==> src/hw/fence_inst_pkg.sv <==
// Fence instruction encodings
// Opcode, funct3 and funct7 values of the special instructions handled
// by the CP0 fence sequencer, plus register field positions
package fence_inst_pkg;

  // ==========================================================================
  // Major opcodes
  // ==========================================================================
  // fence and fence.i
  localparam logic [6:0] opc_misc_mem = 7'b0001111;
  // sfence.vma
  localparam logic [6:0] opc_system   = 7'b1110011;
  // Vendor sync and sync.i
  localparam logic [6:0] opc_custom0  = 7'b0001011;

  // ==========================================================================
  // Minor fields
  // ==========================================================================
  // MISC-MEM funct3
  localparam logic [2:0] f3_fence  = 3'b000;
  localparam logic [2:0] f3_fencei = 3'b001;

  // sfence.vma funct7, funct3 is zero
  localparam logic [6:0] f7_sfence_vma = 7'b0001001;

  // ==========================================================================
  // Full custom words
  // ==========================================================================
  // No operands, matched as whole words
  localparam logic [31:0] sync_word  = 32'h0180000b;
  localparam logic [31:0] synci_word = 32'h01a0000b;

  // ==========================================================================
  // Field positions
  // ==========================================================================
  // Low bit of each 5-bit register field
  localparam int unsigned rd_lsb  = 7;
  localparam int unsigned rs1_lsb = 15;
  localparam int unsigned rs2_lsb = 20;

  // Upper fields
  localparam int unsigned f3_lsb = 12;
  localparam int unsigned f7_lsb = 25;

endpackage

==> src/hw/fence_ctrl_pkg.sv <==
// Fence sequencer control types
// State encoding of the fence FSM and the packed structs that carry the
// held command, the outgoing request levels and the retire result
package fence_ctrl_pkg;

  // State register width
  localparam int unsigned state_w = 3;

  // ==========================================================================
  // FSM states
  // ==========================================================================
  typedef enum logic [state_w-1:0] {
    // Waiting for a command
    fnc_idle  = 3'b000,
    // LSU drain for sync and sync.i
    fnc_fenc  = 3'b001,
    // D-cache clean
    fnc_cdca  = 3'b010,
    // TLB clean
    fnc_cmmu  = 3'b011,
    // I-cache invalidate
    fnc_iica  = 3'b100,
    // One-cycle completion
    fnc_cmplt = 3'b101
  } fence_state_e;

  // ==========================================================================
  // Held command
  // ==========================================================================
  // Valid plus nine payload bits
  typedef struct packed {
    logic vld;
    logic fence;
    logic fencei;
    logic sfence;
    logic sync;
    logic synci;
    logic dcacheop;
    logic icacheop;
    // Register operands are x0
    logic rs1_x0;
    logic rs2_x0;
  } fence_cmd_t;

  // ==========================================================================
  // Request levels
  // ==========================================================================
  // Each held until its matching ack or done pulse
  typedef struct packed {
    logic lsu_fence;
    logic lsu_sync;
    logic dcache;
    logic icache;
    logic mmu;
  } fence_req_t;

  // ==========================================================================
  // Retire result
  // ==========================================================================
  typedef struct packed {
    // One-cycle retire pulse
    logic done;
    // TLB clear kinds, levels during TLB clean
    logic clr_va_all;
    logic clr_asid_all;
    logic clr_va_asid;
  } fence_retire_t;

endpackage

==> src/hw/fence_special_decode.sv <==
// Fence special-instruction decode
// Classifies the issued word, samples the CSR cache-op levels when free
// and holds one command until the result block retires it
`timescale 1ns/1ps

module fence_special_decode (
  input  logic                     fence_clk,
  input  logic                     cpurst_b,
  input  logic                     inst_issue,
  input  logic [31:0]              inst_word,
  input  logic                     dcacheop_req,
  input  logic                     icacheop_req,
  input  logic                     retire_done,
  output fence_ctrl_pkg::fence_cmd_t cmd
);

  // Instruction fields
  logic [6:0] opcode;
  logic [2:0] funct3;
  logic [6:0] funct7;
  logic [4:0] rd_f;
  logic [4:0] rs1_f;
  logic [4:0] rs2_f;

  // Kind matches
  logic hit_fence;
  logic hit_fencei;
  logic hit_sfence;
  logic hit_sync;
  logic hit_synci;
  logic hit_special;

  fence_ctrl_pkg::fence_cmd_t inst_cmd;
  fence_ctrl_pkg::fence_cmd_t csr_cmd;
  fence_ctrl_pkg::fence_cmd_t cmd_q;

  assign opcode = inst_word[6:0];
  assign funct3 = inst_word[fence_inst_pkg::f3_lsb +: 3];
  assign funct7 = inst_word[fence_inst_pkg::f7_lsb +: 7];
  assign rd_f   = inst_word[fence_inst_pkg::rd_lsb +: 5];
  assign rs1_f  = inst_word[fence_inst_pkg::rs1_lsb +: 5];
  assign rs2_f  = inst_word[fence_inst_pkg::rs2_lsb +: 5];

  // ==========================================================================
  // Classification
  // ==========================================================================
  assign hit_fence  = (opcode == fence_inst_pkg::opc_misc_mem)
                   && (funct3 == fence_inst_pkg::f3_fence);
  assign hit_fencei = (opcode == fence_inst_pkg::opc_misc_mem)
                   && (funct3 == fence_inst_pkg::f3_fencei);
  // sfence.vma, rd and funct3 must be zero
  assign hit_sfence = (opcode == fence_inst_pkg::opc_system)
                   && (funct3 == 3'b000)
                   && (funct7 == fence_inst_pkg::f7_sfence_vma)
                   && (rd_f == 5'd0);
  // Vendor words, whole-word compare
  assign hit_sync   = (opcode == fence_inst_pkg::opc_custom0)
                   && (inst_word == fence_inst_pkg::sync_word);
  assign hit_synci  = (opcode == fence_inst_pkg::opc_custom0)
                   && (inst_word == fence_inst_pkg::synci_word);

  assign hit_special = hit_fence | hit_fencei | hit_sfence | hit_sync | hit_synci;

  // Command built from the issued word
  always_comb
  begin
    inst_cmd        = '0;
    inst_cmd.vld    = hit_special;
    inst_cmd.fence  = hit_fence;
    inst_cmd.fencei = hit_fencei;
    inst_cmd.sfence = hit_sfence;
    inst_cmd.sync   = hit_sync;
    inst_cmd.synci  = hit_synci;
    inst_cmd.rs1_x0 = (rs1_f == 5'd0);
    inst_cmd.rs2_x0 = (rs2_f == 5'd0);
  end

  // CSR cache op, icache wins as in the FSM
  always_comb
  begin
    csr_cmd          = '0;
    csr_cmd.vld      = icacheop_req | dcacheop_req;
    csr_cmd.icacheop = icacheop_req;
    csr_cmd.dcacheop = dcacheop_req & ~icacheop_req;
  end

  // ==========================================================================
  // Command hold
  // ==========================================================================
  // Issue ignored while busy, issued word beats CSR levels
  always_ff @(posedge fence_clk or negedge cpurst_b)
  begin
    if (!cpurst_b)
      cmd_q <= '0;
    else if (retire_done)
      cmd_q <= '0;
    else if (!cmd_q.vld)
    begin
      if (inst_issue && hit_special)
        cmd_q <= inst_cmd;
      else if (!inst_issue)
        cmd_q <= csr_cmd;
    end
  end

  assign cmd = cmd_q;

  // Only one kind held at a time
  a_cmd_onehot: assert property (@(posedge fence_clk) disable iff (!cpurst_b)
    cmd_q.vld |-> $onehot({cmd_q.fence, cmd_q.fencei, cmd_q.sfence, cmd_q.sync,
                           cmd_q.synci, cmd_q.dcacheop, cmd_q.icacheop}));

endmodule

==> src/hw/fence_seq_ctrl.sv <==
// Fence sequencer FSM
// Walks the maintenance sequence of the held command and drives request
// levels to the LSU, D-cache, I-cache and MMU, one done pulse per state
`timescale 1ns/1ps

module fence_seq_ctrl (
  input  logic                         fence_clk,
  input  logic                         cpurst_b,
  input  fence_ctrl_pkg::fence_cmd_t   cmd,
  input  logic                         lsu_fence_ack,
  input  logic                         lsu_sync_ack,
  input  logic                         dcache_done,
  input  logic                         icache_done,
  input  logic                         mmu_done,
  output fence_ctrl_pkg::fence_state_e state,
  output fence_ctrl_pkg::fence_req_t   req
);

  fence_ctrl_pkg::fence_state_e cur_state;
  fence_ctrl_pkg::fence_state_e next_state;

  // Commands that walk the FSM, plain fence stays in idle
  logic seq_cmd_vld;

  assign seq_cmd_vld = cmd.vld & ~cmd.fence;

  // ==========================================================================
  // State register
  // ==========================================================================
  always_ff @(posedge fence_clk or negedge cpurst_b)
  begin
    if (!cpurst_b)
      cur_state <= fence_ctrl_pkg::fnc_idle;
    else
      cur_state <= next_state;
  end

  // ==========================================================================
  // Next state
  // ==========================================================================
  always_comb
  begin
    next_state = cur_state;
    case (cur_state)
      fence_ctrl_pkg::fnc_idle:
      begin
        // First work state per kind
        if (seq_cmd_vld)
        begin
          if (cmd.icacheop)
            next_state = fence_ctrl_pkg::fnc_iica;
          else if (cmd.dcacheop || cmd.fencei)
            next_state = fence_ctrl_pkg::fnc_cdca;
          else if (cmd.sfence)
            next_state = fence_ctrl_pkg::fnc_cmmu;
          else
            next_state = fence_ctrl_pkg::fnc_fenc;
        end
      end
      fence_ctrl_pkg::fnc_fenc:
      begin
        // sync and sync.i drain
        if (lsu_sync_ack)
          next_state = fence_ctrl_pkg::fnc_cmplt;
      end
      fence_ctrl_pkg::fnc_cdca:
      begin
        // CSR dcache op ends here, fence.i goes on to icache
        if (dcache_done)
        begin
          if (cmd.dcacheop)
            next_state = fence_ctrl_pkg::fnc_cmplt;
          else
            next_state = fence_ctrl_pkg::fnc_iica;
        end
      end
      fence_ctrl_pkg::fnc_cmmu:
      begin
        if (mmu_done)
          next_state = fence_ctrl_pkg::fnc_iica;
      end
      fence_ctrl_pkg::fnc_iica:
      begin
        if (icache_done)
          next_state = fence_ctrl_pkg::fnc_cmplt;
      end
      fence_ctrl_pkg::fnc_cmplt:
      begin
        // Single cycle, command clears on same edge
        next_state = fence_ctrl_pkg::fnc_idle;
      end
      default:
      begin
        next_state = fence_ctrl_pkg::fnc_idle;
      end
    endcase
  end

  // ==========================================================================
  // Requests
  // ==========================================================================
  always_comb
  begin
    req           = '0;
    // Plain fence, level while held
    req.lsu_fence = cmd.vld & cmd.fence;
    req.lsu_sync  = (cur_state == fence_ctrl_pkg::fnc_fenc);
    req.dcache    = (cur_state == fence_ctrl_pkg::fnc_cdca);
    req.icache    = (cur_state == fence_ctrl_pkg::fnc_iica);
    req.mmu       = (cur_state == fence_ctrl_pkg::fnc_cmmu);
  end

  assign state = cur_state;

  // ==========================================================================
  // Checks
  // ==========================================================================
  a_state_legal: assert property (@(posedge fence_clk) disable iff (!cpurst_b)
    cur_state inside {fence_ctrl_pkg::fnc_idle, fence_ctrl_pkg::fnc_fenc,
                      fence_ctrl_pkg::fnc_cdca, fence_ctrl_pkg::fnc_cmmu,
                      fence_ctrl_pkg::fnc_iica, fence_ctrl_pkg::fnc_cmplt});

  a_cache_excl: assert property (@(posedge fence_clk) disable iff (!cpurst_b)
    !(req.dcache && req.icache));

  // Fence ack only answers a plain fence, which never leaves idle
  a_fence_ack_idle: assert property (@(posedge fence_clk) disable iff (!cpurst_b)
    lsu_fence_ack |-> req.lsu_fence && (cur_state == fence_ctrl_pkg::fnc_idle));

endmodule

==> src/hw/fence_retire.sv <==
// Fence result stage
// Forms the retire pulse, the pipeline stall and the TLB clear kinds
// shown to the MMU while the sequencer sits in TLB clean
`timescale 1ns/1ps

module fence_retire (
  input  logic                         fence_clk,
  input  logic                         cpurst_b,
  input  fence_ctrl_pkg::fence_cmd_t   cmd,
  input  fence_ctrl_pkg::fence_state_e state,
  input  logic                         lsu_fence_ack,
  output fence_ctrl_pkg::fence_retire_t retire,
  output logic                         fence_stall
);

  logic in_cmplt;
  logic in_cmmu;
  // Completion seen last cycle
  logic cmplt_seen_q;
  logic fence_done;
  logic seq_done;

  assign in_cmplt = (state == fence_ctrl_pkg::fnc_cmplt);
  assign in_cmmu  = (state == fence_ctrl_pkg::fnc_cmmu);

  // ==========================================================================
  // Retire pulse
  // ==========================================================================
  always_ff @(posedge fence_clk or negedge cpurst_b)
  begin
    if (!cpurst_b)
      cmplt_seen_q <= 1'b0;
    else
      cmplt_seen_q <= in_cmplt;
  end

  // FSM path, first cmplt cycle only
  assign seq_done   = in_cmplt & ~cmplt_seen_q;
  // Plain fence retires on the ack
  assign fence_done = cmd.vld & cmd.fence & lsu_fence_ack;

  // ==========================================================================
  // SFENCE clear kinds
  // ==========================================================================
  // All low means flush the whole TLB
  always_comb
  begin
    retire              = '0;
    retire.done         = seq_done | fence_done;
    retire.clr_va_all   = in_cmmu & cmd.sfence & ~cmd.rs1_x0 &  cmd.rs2_x0;
    retire.clr_asid_all = in_cmmu & cmd.sfence &  cmd.rs1_x0 & ~cmd.rs2_x0;
    retire.clr_va_asid  = in_cmmu & cmd.sfence & ~cmd.rs1_x0 & ~cmd.rs2_x0;
  end

  // Stall from capture through the retire cycle
  assign fence_stall = cmd.vld | (state != fence_ctrl_pkg::fnc_idle);

  // ==========================================================================
  // Checks
  // ==========================================================================
  // cmplt never repeats for one command
  a_cmplt_once: assert property (@(posedge fence_clk) disable iff (!cpurst_b)
    cmplt_seen_q |-> !in_cmplt);

  // Decode drops the command right after retire
  a_cmd_release: assert property (@(posedge fence_clk) disable iff (!cpurst_b)
    retire.done |=> !cmd.vld);

endmodule

==> src/hw/fence_unit_top.sv <==
// Fence unit top level
// Decode, FSM sequencer and result stage of the CP0 fence and
// cache-maintenance path
`timescale 1ns/1ps

module fence_unit_top (
  input  logic                          fence_clk,
  input  logic                          cpurst_b,
  // Issue side
  input  logic                          inst_issue,
  input  logic [31:0]                   inst_word,
  // CSR cache-op levels
  input  logic                          dcacheop_req,
  input  logic                          icacheop_req,
  // Responder pulses
  input  logic                          lsu_fence_ack,
  input  logic                          lsu_sync_ack,
  input  logic                          dcache_done,
  input  logic                          icache_done,
  input  logic                          mmu_done,
  // Results
  output fence_ctrl_pkg::fence_req_t    req,
  output fence_ctrl_pkg::fence_retire_t retire,
  output logic                          fence_stall,
  output fence_ctrl_pkg::fence_state_e  cur_state
);

  fence_ctrl_pkg::fence_cmd_t   cmd;
  fence_ctrl_pkg::fence_state_e state;

  // ==========================================================================
  // Decode
  // ==========================================================================
  fence_special_decode u_decode (
    .fence_clk    (fence_clk),
    .cpurst_b     (cpurst_b),
    .inst_issue   (inst_issue),
    .inst_word    (inst_word),
    .dcacheop_req (dcacheop_req),
    .icacheop_req (icacheop_req),
    .retire_done  (retire.done),
    .cmd          (cmd)
  );

  // ==========================================================================
  // Execute
  // ==========================================================================
  fence_seq_ctrl u_exec (
    .fence_clk     (fence_clk),
    .cpurst_b      (cpurst_b),
    .cmd           (cmd),
    .lsu_fence_ack (lsu_fence_ack),
    .lsu_sync_ack  (lsu_sync_ack),
    .dcache_done   (dcache_done),
    .icache_done   (icache_done),
    .mmu_done      (mmu_done),
    .state         (state),
    .req           (req)
  );

  // ==========================================================================
  // Result
  // ==========================================================================
  fence_retire u_result (
    .fence_clk     (fence_clk),
    .cpurst_b      (cpurst_b),
    .cmd           (cmd),
    .state         (state),
    .lsu_fence_ack (lsu_fence_ack),
    .retire        (retire),
    .fence_stall   (fence_stall)
  );

  assign cur_state = state;

endmodule

==> config.mk <==
export PLATFORM = sky130hd
export DESIGN_NAME = fence_unit_top
export DESIGN_NICKNAME = d
export VERILOG_FILES = /design/src/hw/fence_inst_pkg.sv /design/src/hw/fence_ctrl_pkg.sv /design/src/hw/fence_special_decode.sv /design/src/hw/fence_seq_ctrl.sv /design/src/hw/fence_retire.sv /design/src/hw/fence_unit_top.sv
export SDC_FILE = /design/constraint.sdc
export NUM_CORES = 1
export LEC_CHECK = 0
export BUFFER_PORTS_ARGS = -buffer_cell sky130_fd_sc_hd__buf_2
export CAP_MARGIN = 10
export CORE_UTILIZATION = 24
export DETAILED_ROUTE_END_ITERATION = 10
export MAX_ROUTING_LAYER = met4
export PLACE_DENSITY = 0.56
export SETUP_SLACK_MARGIN = 0.1
export SYNTH_ARGS = -nofsm -noshare
export SYNTH_HDL_FRONTEND = slang
export SYNTH_SLANG_ARGS = --single-unit
==> constraint.sdc <==
create_clock -name fence_clk -period 3.6 [get_ports fence_clk]
set_clock_uncertainty 0.1 [all_clocks]
set_input_delay 0 -clock fence_clk [delete_from_list [all_inputs] [get_ports fence_clk]]
set_output_delay 0 -clock fence_clk [all_outputs]
set_load 0.02 [all_outputs]
==> results of run 1 <==
==> critical path, stage by stage (launching register included) <==
cell	delay [ns]
dfrtp_1	0.54
nand3b_1	0.18
nor2_1	0.09
a21oi_2	0.39
nand4_1	0.13
dlygate4sd3_1	0.58
o22ai_1	0.14
==> power breakdown <==
| group | internal, mW | leakage [nW] | switching (mW) |
|---|---|---|---|
| Clock | 0.0965 | 0.0288 | 0.0486 |
| Combinational | 0.130 | 0.422 | 0.165 |
| Sequential | 0.167 | 0.157 | 0.0694 |
==> cell usage after synthesis (2+ instances only) <==
library cell,n
nand2b_1,2
nor4_1,4
or4_1,2
buf_4,5
inv_1,5
buf_2,2
dfrtp_1,12
nor3_1,6
and4_1,2
nand3_1,3
nor3b_1,7
a211oi_1,2
a21oi_1,5
o21ai_0,5
nor2_1,7
nand4_1,3
nand2_1,7
and2_1,2
and3_1,2
==> registers in the layout, indices dropped and copies added, names as in the netlist <==
name	flops
u_decode.cmd	8
u_exec.state	3
u_result.cmplt_seen_q	1
==> final timing paths <==
check	slack, ns	cells past startpoint	end
max	1.36	6	u_decode.cmd[0]
min	-0.0003	4	u_exec.state[1]
max reg2reg	1.36	6	u_decode.cmd[0]
min reg2reg	0.46	2	u_decode.cmd[2]
max in group asynchronous	3.10	2	u_exec.state[2]
min in group asynchronous	0.08	2	u_exec.state[1]
==> logic make-up (layout without fill, tap and decap cells) <==
| kind of cell | Yosys count | after routing | synth area share [%] |
|---|---|---|---|
| AND/OR/NAND/NOR | 55 | 55 | 39.09 |
| AO/OA/AOI/OAI | 24 | 24 | 18.13 |
| flip-flops | 12 | 12 | 33.99 |
| buffers and inverters | 12 | 72 | 7.508 |
| multiplexers | 1 | 1 | 1.275 |
==> metrics by stage <==
stage | cell area, um2 | setup slack, ns | instances
2_1_floorplan | 883.3 | 1.465 | 104
3_3_place_gp | 1164 | 1.823 | 197
3_5_place_dp | 1164 | 1.756 | 197
4_1_cts | 1309 | 1.378 | 210
5_1_grt | 1309 | 1.157 | 210
6_report | 1309 | 1.362 | 210
==> routing by layer <==
layer  vias up  wire length (um)  track usage [%]
met5         -                 0                -
met4         0                 8            4.651
met3         2               161            3.102
met2        47              1199            25.00
met1       481              1145            17.02
li1        512                 -                -
==> area by class of cell <==
class	instances	share of cell area (%)
well taps	46	4.398
multi-input cells	80	39.48
flip-flops and latches	12	22.94
clock buffers	4	4.206
inverters	5	1.434
repair buffers	63	27.53
==> results.sh, run 1 <==
export IMPL_place_gp_congestion=0.8225
export IMPL_drv_cap=0
export IMPL_synthTopCellsByArea="dfrtp_1 (34%), nor3b_1 (5.9%), buf_4 (4.2%), nor3_1 (3.4%), nand2_1 (3.0%)"
export IMPL_ys_types=40
export IMPL_via_count=1042
export IMPL_relSlewSlack_pct=67.45
export IMPL_rr_startpoint="u_exec.state[1]"
export IMPL_final_cell_mix="buf_2 (54), dfrtp_1 (12), dlygate4sd3_1 (9)"
export IMPL_ys_flop_type="dfrtp_1"
export IMPL_syn_avg_cell_area_um2=8.494
export IMPL_power_total_uw=675.4
export IMPL_grt_max_degree=16
export IMPL_postSynthNetCount=146
export IMPL_clock_latency_ns=0.24
export IMPL_die_x_um=62.67
export IMPL_p_leak_nw=0.6081
export IMPL_finalSetupViolCount=0
export IMPL_port_buffers=54
export IMPL_clk_pin_slew_ns=0.05
export IMPL_fillers=384
export IMPL_die_height_um=62.67
export IMPL_fin_setup_tns_ns=0
export IMPL_start_util_pct=25.66
export IMPL_clock_sinks=12
export IMPL_grt_remaining_overflow=0
export IMPL_grt_use_total_pct=14.64
export IMPL_fin_util_pct=38.02
export IMPL_avgRoutedWirePerCell_um=11.98
export IMPL_netlist_instances=104
export IMPL_via_per_inst=4.962
export IMPL_hp_start="dcache_done"
export IMPL_diodes=0
export IMPL_multi_input_area_um2=516.7
export IMPL_fin_crit_sh_pct=62.16
export IMPL_clockBufferDepth=2
export IMPL_routed_wl_um=2515
export IMPL_cts_setup_buffers=0
export IMPL_worstHoldPathType="input port to register"
export IMPL_synth_top_area_share_pct=33.99
export IMPL_core_region_area_mm2=0.003442
export IMPL_min_period_ns=2.238
export IMPL_async_flop_share_pct=100.0
export IMPL_post_route_cells_drive_above_1_share_pct=39.02
export IMPL_ys_seq_area_share_pct=33.99
export IMPL_cts_tree="built"
export IMPL_first_global_vias=1005
export IMPL_yosysWarnings=0
export IMPL_ant_nets=0
export IMPL_status="complete, but fails checks"
export IMPL_fmax_ghz=0.4468
export IMPL_syn_cell_area_um2=883.3
export IMPL_seq_area_um2=300.3
export IMPL_h_tree_depth=1
export IMPL_row_count=21
export IMPL_drc_errors=0
export IMPL_cts_inserted_buffers=3
export IMPL_finalMaxSlewViolations=0
export IMPL_critPathLaunch="u_exec.state[1]"
export IMPL_peakVddDrop_mv=0.1419
export IMPL_hold_ws_ns=-0.0003175
export IMPL_ys_ff_latch=12
export IMPL_grt_pass1_wl_um=4505
export IMPL_p_per_area_mw_per_mm2=516.1
export IMPL_firstDrtPassIters=5
export IMPL_nets=207
export IMPL_violations="negative hold slack"
export IMPL_die_area_mm2=0.003928
export IMPL_antenna_found_initial=0
export IMPL_arrival_ns=2.30
export IMPL_clk_root_buffer_cell="clkbuf_8"
export IMPL_drt_initial_drc_count=80
export IMPL_yosysTopAreaCell="dfrtp_1"
export IMPL_worst_slew_pin_slew_ns=0.4882
export IMPL_worst_setup_path_type="register to register"
export IMPL_required_ns=3.66
export IMPL_postCtsHoldBufs=9
export IMPL_cp_start_kind="register"
export IMPL_rsz0062_at_grt="false"
export IMPL_cp_max_fo=12
export IMPL_cts_resized=0
export IMPL_finalHoldViolations=1
export IMPL_ioPinCount=55
export IMPL_syn2layout_area_growth_pct=48.16
export IMPL_critPathCaptureType="register"
export IMPL_synth_edf_count=0
export IMPL_post_dp_hpwl_um=2021
export IMPL_final_common_cell="buf_2"
Power figures use the tool's default switching activity.
==> run 2, diff against run 1 <==
- clock period: 3.6 -> 2.1 ns (I/O delays scaled with it)
==> run 2 against run 1 <==
Net effect: the flow now finishes without violations; critical path depth decreased by 1; power is 68% higher; sequential share of layout area shrank 0.14 points; die area stayed put; count of clock-buffer cells in the layout is 1 lower; cell count unchanged; critical path type unchanged.
==> results.sh, run 2 (same netlist as run 1, synthesis figures left out) <==
export IMPL_status="complete, no violations"
export IMPL_required_ns=2.12
export IMPL_port_buffers=54
export IMPL_p_per_area_mw_per_mm2=860.3
export IMPL_via_count=1018
export IMPL_h_tree_depth=1
export IMPL_row_count=21
export IMPL_arrival_ns=1.87
export IMPL_post_route_cells_drive_above_1_share_pct=40.85
export IMPL_core_region_area_mm2=0.003442
export IMPL_largest_register_ff_count=8
export IMPL_swShare_pct=42.44
export IMPL_fin_area_mm2=0.001323
export IMPL_peakVddDrop_mv=0.2591
export IMPL_grt_pass1_wl_um=4291
export IMPL_path_buf_inv=0
export IMPL_grt_use_total_pct=13.74
export IMPL_ff2ff_path_depth=5
export IMPL_cp_max_fo=15
export IMPL_hold_ws_ns=0.01585
export IMPL_grt_remaining_overflow=0
export IMPL_min_period_ns=1.847
export IMPL_hold_end="u_decode.cmd[0]"
export IMPL_die_area_mm2=0.003928
export IMPL_fmax_ghz=0.5414
export IMPL_worst_path_max_delay_cell="dfrtp_1"
export IMPL_rsz0062_at_grt="true"
export IMPL_finalSetupViolCount=0
export IMPL_start_util_pct=25.66
export IMPL_hp_start="inst_word[22]"
export IMPL_fin_crit_sh_pct=87.95
export IMPL_syn2layout_area_growth_pct=49.72
export IMPL_ioPinCount=55
export IMPL_antenna_found_initial=0
export IMPL_cts_tree="built"
export IMPL_cp_start_kind="register"
export IMPL_fin_setup_tns_ns=0
export IMPL_p_leak_nw=0.6096
export IMPL_finalHoldViolations=0
export IMPL_drt_initial_drc_count=44
export IMPL_cts_inserted_buffers=3
export IMPL_worstHoldPathType="input port to register"
export IMPL_firstDrtPassIters=4
export IMPL_die_height_um=62.67
export IMPL_clock_sinks=12
export IMPL_p_int_uw=654.9
export IMPL_avgRoutedWirePerCell_um=11.84
export IMPL_power_frac_seq_pct=34.7
export IMPL_post_dp_cell_area_mm2=0.001176
export IMPL_ant_nets=0
export IMPL_clock_latency_ns=0.23
export IMPL_critPathCaptureType="register"
export IMPL_p_clk_share_pct=17.8
export IMPL_clk_root_buffer_cell="clkbuf_8"
export IMPL_die_x_um=62.67
export IMPL_final_common_cell="buf_2"
export IMPL_r2r_end="u_decode.cmd[1]"
export IMPL_grt_max_degree=16
export IMPL_drc_errors=0
export IMPL_clk_pin_slew_ns=0.05
export IMPL_placed_cells=198
export IMPL_worst_slew_pin_slew_ns=0.4097
export IMPL_clockBufferDepth=2
export IMPL_post_dp_hpwl_um=1968
export IMPL_first_global_vias=985
export IMPL_crit_chain="nand3b_1 > nor2_1 > a21oi_4 > and3_1 > a211o_1"
export IMPL_path_delay_family="simple AND/OR/NAND/NOR gates"
export IMPL_routed_wl_um=2486
export IMPL_via_per_inst=4.848
export IMPL_place_gp_congestion=0.8590
export IMPL_r2r_slack_ns=0.25
export IMPL_hold_depth=4
export IMPL_final_cells=210
export IMPL_final_cell_mix="buf_2 (54), dfrtp_1 (11), dlygate4sd3_1 (9)"
export IMPL_rr_startpoint="u_exec.state[0]"
export IMPL_diodes=0
export IMPL_relSlewSlack_pct=72.69
export IMPL_finalMaxSlewViolations=0
export IMPL_fin_util_pct=38.42
export IMPL_pwr_share_comb_pct=47.5
export IMPL_worst_setup_path_type="register to register"
export IMPL_nets=208
export IMPL_drv_cap=0
export IMPL_switchingPower_uw=482.8
export IMPL_critical_path_max_stage_delay_ns=0.59
-- run 2: cell types whose count changed in the layout (fill, tap and decap cells not counted) --
cell / delta
a21oi_2: -1
a21oi_4: +1
a31oi_1: -1
a31oi_2: +1
buf_4: +1
clkbuf_8: -1
dfrtp_1: -1
dfrtp_2: +1
nor3_1: -1
nor3_2: +1
-- run 2: worst max-delay path by stage --
| stage | from | end | slack [ns] | depth (start not counted) |
|---|---|---|---|---|
| 6_report | u_exec.state[0] | u_decode.cmd[1] | 0.25 | 5 |
| 5_1_grt | u_exec.state[0] | u_decode.cmd[1] | 0.1 | 5 |
| 4_1_cts | inst_word[12] | u_decode.cmd[7] | 0.22 | 7 |
| 3_5_place_dp | u_exec.state[2] | u_decode.cmd[1] | 0.26 | 6 |
| 3_3_place_gp | u_exec.state[2] | u_decode.cmd[1] | 0.39 | 5 |
| 2_1_floorplan | u_exec.state[1] | u_exec.state[0] | 0.20 | 6 |
-- run 2: routing by layer --
metal  track usage [%]  wire (um)  up-vias
met3             2.555        178        2
met4             3.488         14        0
li1                  -          -      515
met2             23.37       1164       50
met5                 -          0        -
met1             16.59       1129      451
-- run 2: power by group through the flow --
| stage | Sequential, mW | Combinational (mW) | Clock [mW] |
|---|---|---|---|
| 2_1_floorplan | 0.359 | 0.423 | 0 |
| 5_1_grt | 0.410 | 0.599 | 0.220 |
| 3_5_place_dp | 0.394 | 0.518 | 0 |
| 6_report | 0.395 | 0.541 | 0.202 |
| 3_3_place_gp | 0.388 | 0.510 | 0 |
| 4_1_cts | 0.390 | 0.531 | 0.210 |
-- run 2: layout make-up --
type                            instances  area, um2
Clock buffer                            3      41.29
Fill cell                             375       2120
Inverter                                5      18.77
Multi-Input combinational cell         80      535.5
Sequential cell                        12      301.5
Tap cell                               46      57.56
Timing Repair Buffer                   64      367.9
-- run 2: timing repair --
action | in CTS | in global routing
endpoints found under the hold margin | 21 | 0
buffers inserted | 0 | 0
hold buffers | 9 | 0
setup endpoints to repair | 0 | 5
gates resized for setup | 0 | 3
-- run 2: per-stage QoR --
stage / power [mW] / setup WS (ns)
floorplan: 0.7819 / 0.1972
global placement: 0.8976 / 0.3887
detailed placement: 0.9119 / 0.2620
CTS: 1.132 / 0.2217
global route: 1.229 / 0.09962
finish: 1.138 / 0.2531
-- run 2: tightest hold or removal path, stage by stage --
cell	delay, ns
buf_2	0.09
nor2_1	0.04
nand4_1	0.09
o22ai_1	0.08
==> run 3, diff against run 2 <==
- CORE_MARGIN: not set -> 2
- TNS_END_PERCENT: not set -> 100
==> run 3 against run 2 <==
Net effect: highest routed layer unchanged; critical endpoint is now retire[2]; critical path type is now register to output port; worst hold slack got worse by 0.013 ns; power increased by 3.4%; largest power group unchanged; via count increased by 3.5%.
==> results.sh, run 3 (same netlist as run 1, synthesis figures left out) <==
export IMPL_status="complete, no violations"
export IMPL_grt_max_degree=16
export IMPL_critPathCaptureType="output port"
export IMPL_via_per_inst=4.948
export IMPL_fin_setup_tns_ns=0
export IMPL_grt_use_total_pct=12.70
export IMPL_cts_tree="built"
export IMPL_rr_startpoint="u_exec.state[2]"
export IMPL_die_height_um=64.67
export IMPL_fin_crit_sh_pct=88.80
export IMPL_worst_setup_path_type="register to output port"
export IMPL_finalMaxSlewViolations=0
export IMPL_cts_setup_buffers=0
export IMPL_die_area_mm2=0.004182
export IMPL_ant_nets=0
export IMPL_worst_slew_pin_slew_ns=0.4549
export IMPL_r2r_slack_ns=0.26
export IMPL_arrival_ns=1.76
export IMPL_critPathLaunch="u_exec.state[1]"
export IMPL_die_x_um=64.67
export IMPL_antenna_found_initial=0
export IMPL_finalSetupViolCount=0
export IMPL_nets=208
export IMPL_largest_register_ff_count=8
export IMPL_place_gp_congestion=0.9207
export IMPL_core_region_area_mm2=0.003606
export IMPL_syn2layout_area_growth_pct=51.13
export IMPL_p_leak_nw=0.6176
export IMPL_port_buffers=54
export IMPL_clk_pin_slew_ns=0.06
export IMPL_hold_ws_ns=0.002912
export IMPL_grt_remaining_overflow=0
export IMPL_peakVddDrop_mv=0.2411
export IMPL_final_common_cell="buf_2"
export IMPL_h_tree_depth=1
export IMPL_clk_root_buffer_cell="clkbuf_8"
export IMPL_rsz0062_at_grt="false"
export IMPL_relSlewSlack_pct=69.68
export IMPL_cts_inserted_buffers=3
export IMPL_via_count=1054
export IMPL_r2r_end="u_decode.cmd[1]"
export IMPL_clock_latency_ns=0.24
export IMPL_diodes=0
export IMPL_first_global_vias=1010
export IMPL_grt_pass1_wl_um=4133
export IMPL_multi_input_area_um2=529.3
export IMPL_min_period_ns=1.865
export IMPL_p_per_area_mw_per_mm2=880.9
export IMPL_finalHoldViolations=0
export IMPL_fmax_ghz=0.5363
export IMPL_post_route_cells_drive_above_1_share_pct=40.00
export IMPL_cp_start_kind="register"
export IMPL_worstHoldPathType="input port to register"
export IMPL_endpoint="retire[2]"
export IMPL_clockBufferDepth=2
export IMPL_ff2ff_path_depth=5
export IMPL_required_ns=2.00
export IMPL_clock_sinks=12
export IMPL_row_count=22
export IMPL_firstDrtPassIters=4
export IMPL_post_dp_hpwl_um=2084
export IMPL_cp_max_fo=12
export IMPL_fillers=380
export IMPL_avgRoutedWirePerCell_um=12.15
export IMPL_drc_errors=0
export IMPL_drt_initial_drc_count=75
export IMPL_ioPinCount=55
export IMPL_final_cell_mix="buf_2 (54), dfrtp_1 (11), dlygate4sd3_1 (10)"
export IMPL_start_util_pct=24.50
export IMPL_drv_cap=0
export IMPL_routed_wl_um=2589
export IMPL_seq_area_um2=301.5
## run 3: critical path, stage by stage (launching register included)
cell and delay, ns:
dfrtp_1 0.53, inv_1 0.17, nor3b_2 0.28, nand2_1 0.13, nor3b_1 0.21, buf_2 0.19
## run 3: area by class of cell
| cell class | count | share of cell area [%] |
|---|---|---|
| sequential | 12 | 22.59 |
| tap | 48 | 4.499 |
| inverter | 5 | 1.406 |
| clock buffer | 4 | 4.124 |
| timing repair buffer | 64 | 27.74 |
| multi-input combinational | 80 | 39.64 |
## run 3: layer usage
metal / global-route usage, % / wire length, um / vias up
met5: - / 0 / -
met4: 2.394 / 14 / 0
met3: 2.778 / 245 / 2
met2: 21.88 / 1166 / 65
met1: 15.43 / 1162 / 468
li1: - / - / 519
## run 3: worst min-delay path by stage
stage                              from  slack, ns               to  cells after the start
after CTS                   dcache_done       0.02  u_exec.state[1]                      4
final                       dcache_done      0.003  u_exec.state[1]                      4
after global placement         cpurst_b      -0.21  u_exec.state[2]                      1
after detailed placement       cpurst_b      -0.20  u_exec.state[2]                      1
after global routing      lsu_fence_ack       0.05  u_decode.cmd[9]                      4
after floorplan                cpurst_b      -0.40  u_decode.cmd[0]                      0
## run 3: repair_timing
action / CTS / global route
endpoints found under the setup margin: 0 / 1
hold endpoints to repair: 20 / 0
resized for setup: 0 / 2
hold buffers: 10 / 0
## run 3: power by group
group	total [mW]	switching [mW]	internal [mW]
registers	0.408	0.120	0.288
logic	0.513	0.283	0.229
clock network	0.255	0.0896	0.166
## run 3: per-stage QoR
| stage | cell area [um2] | util [%] | worst slack (ns) | std cells | total power, mW |
|---|---|---|---|---|---|
| after CTS | 1326 | 36.78 | 0.1926 | 213 | 1.172 |
| final | 1335 | 37.02 | 0.2352 | 213 | 1.176 |
| after global placement | 1171 | 32.48 | 0.3203 | 199 | 0.8830 |
| after floorplan | 888.4 | - | 0.1972 | 104 | 0.7819 |
| after global routing | 1335 | 37.02 | 0.1025 | 213 | 1.261 |
| after detailed placement | 1171 | 32.48 | 0.2468 | 199 | 0.9011 |
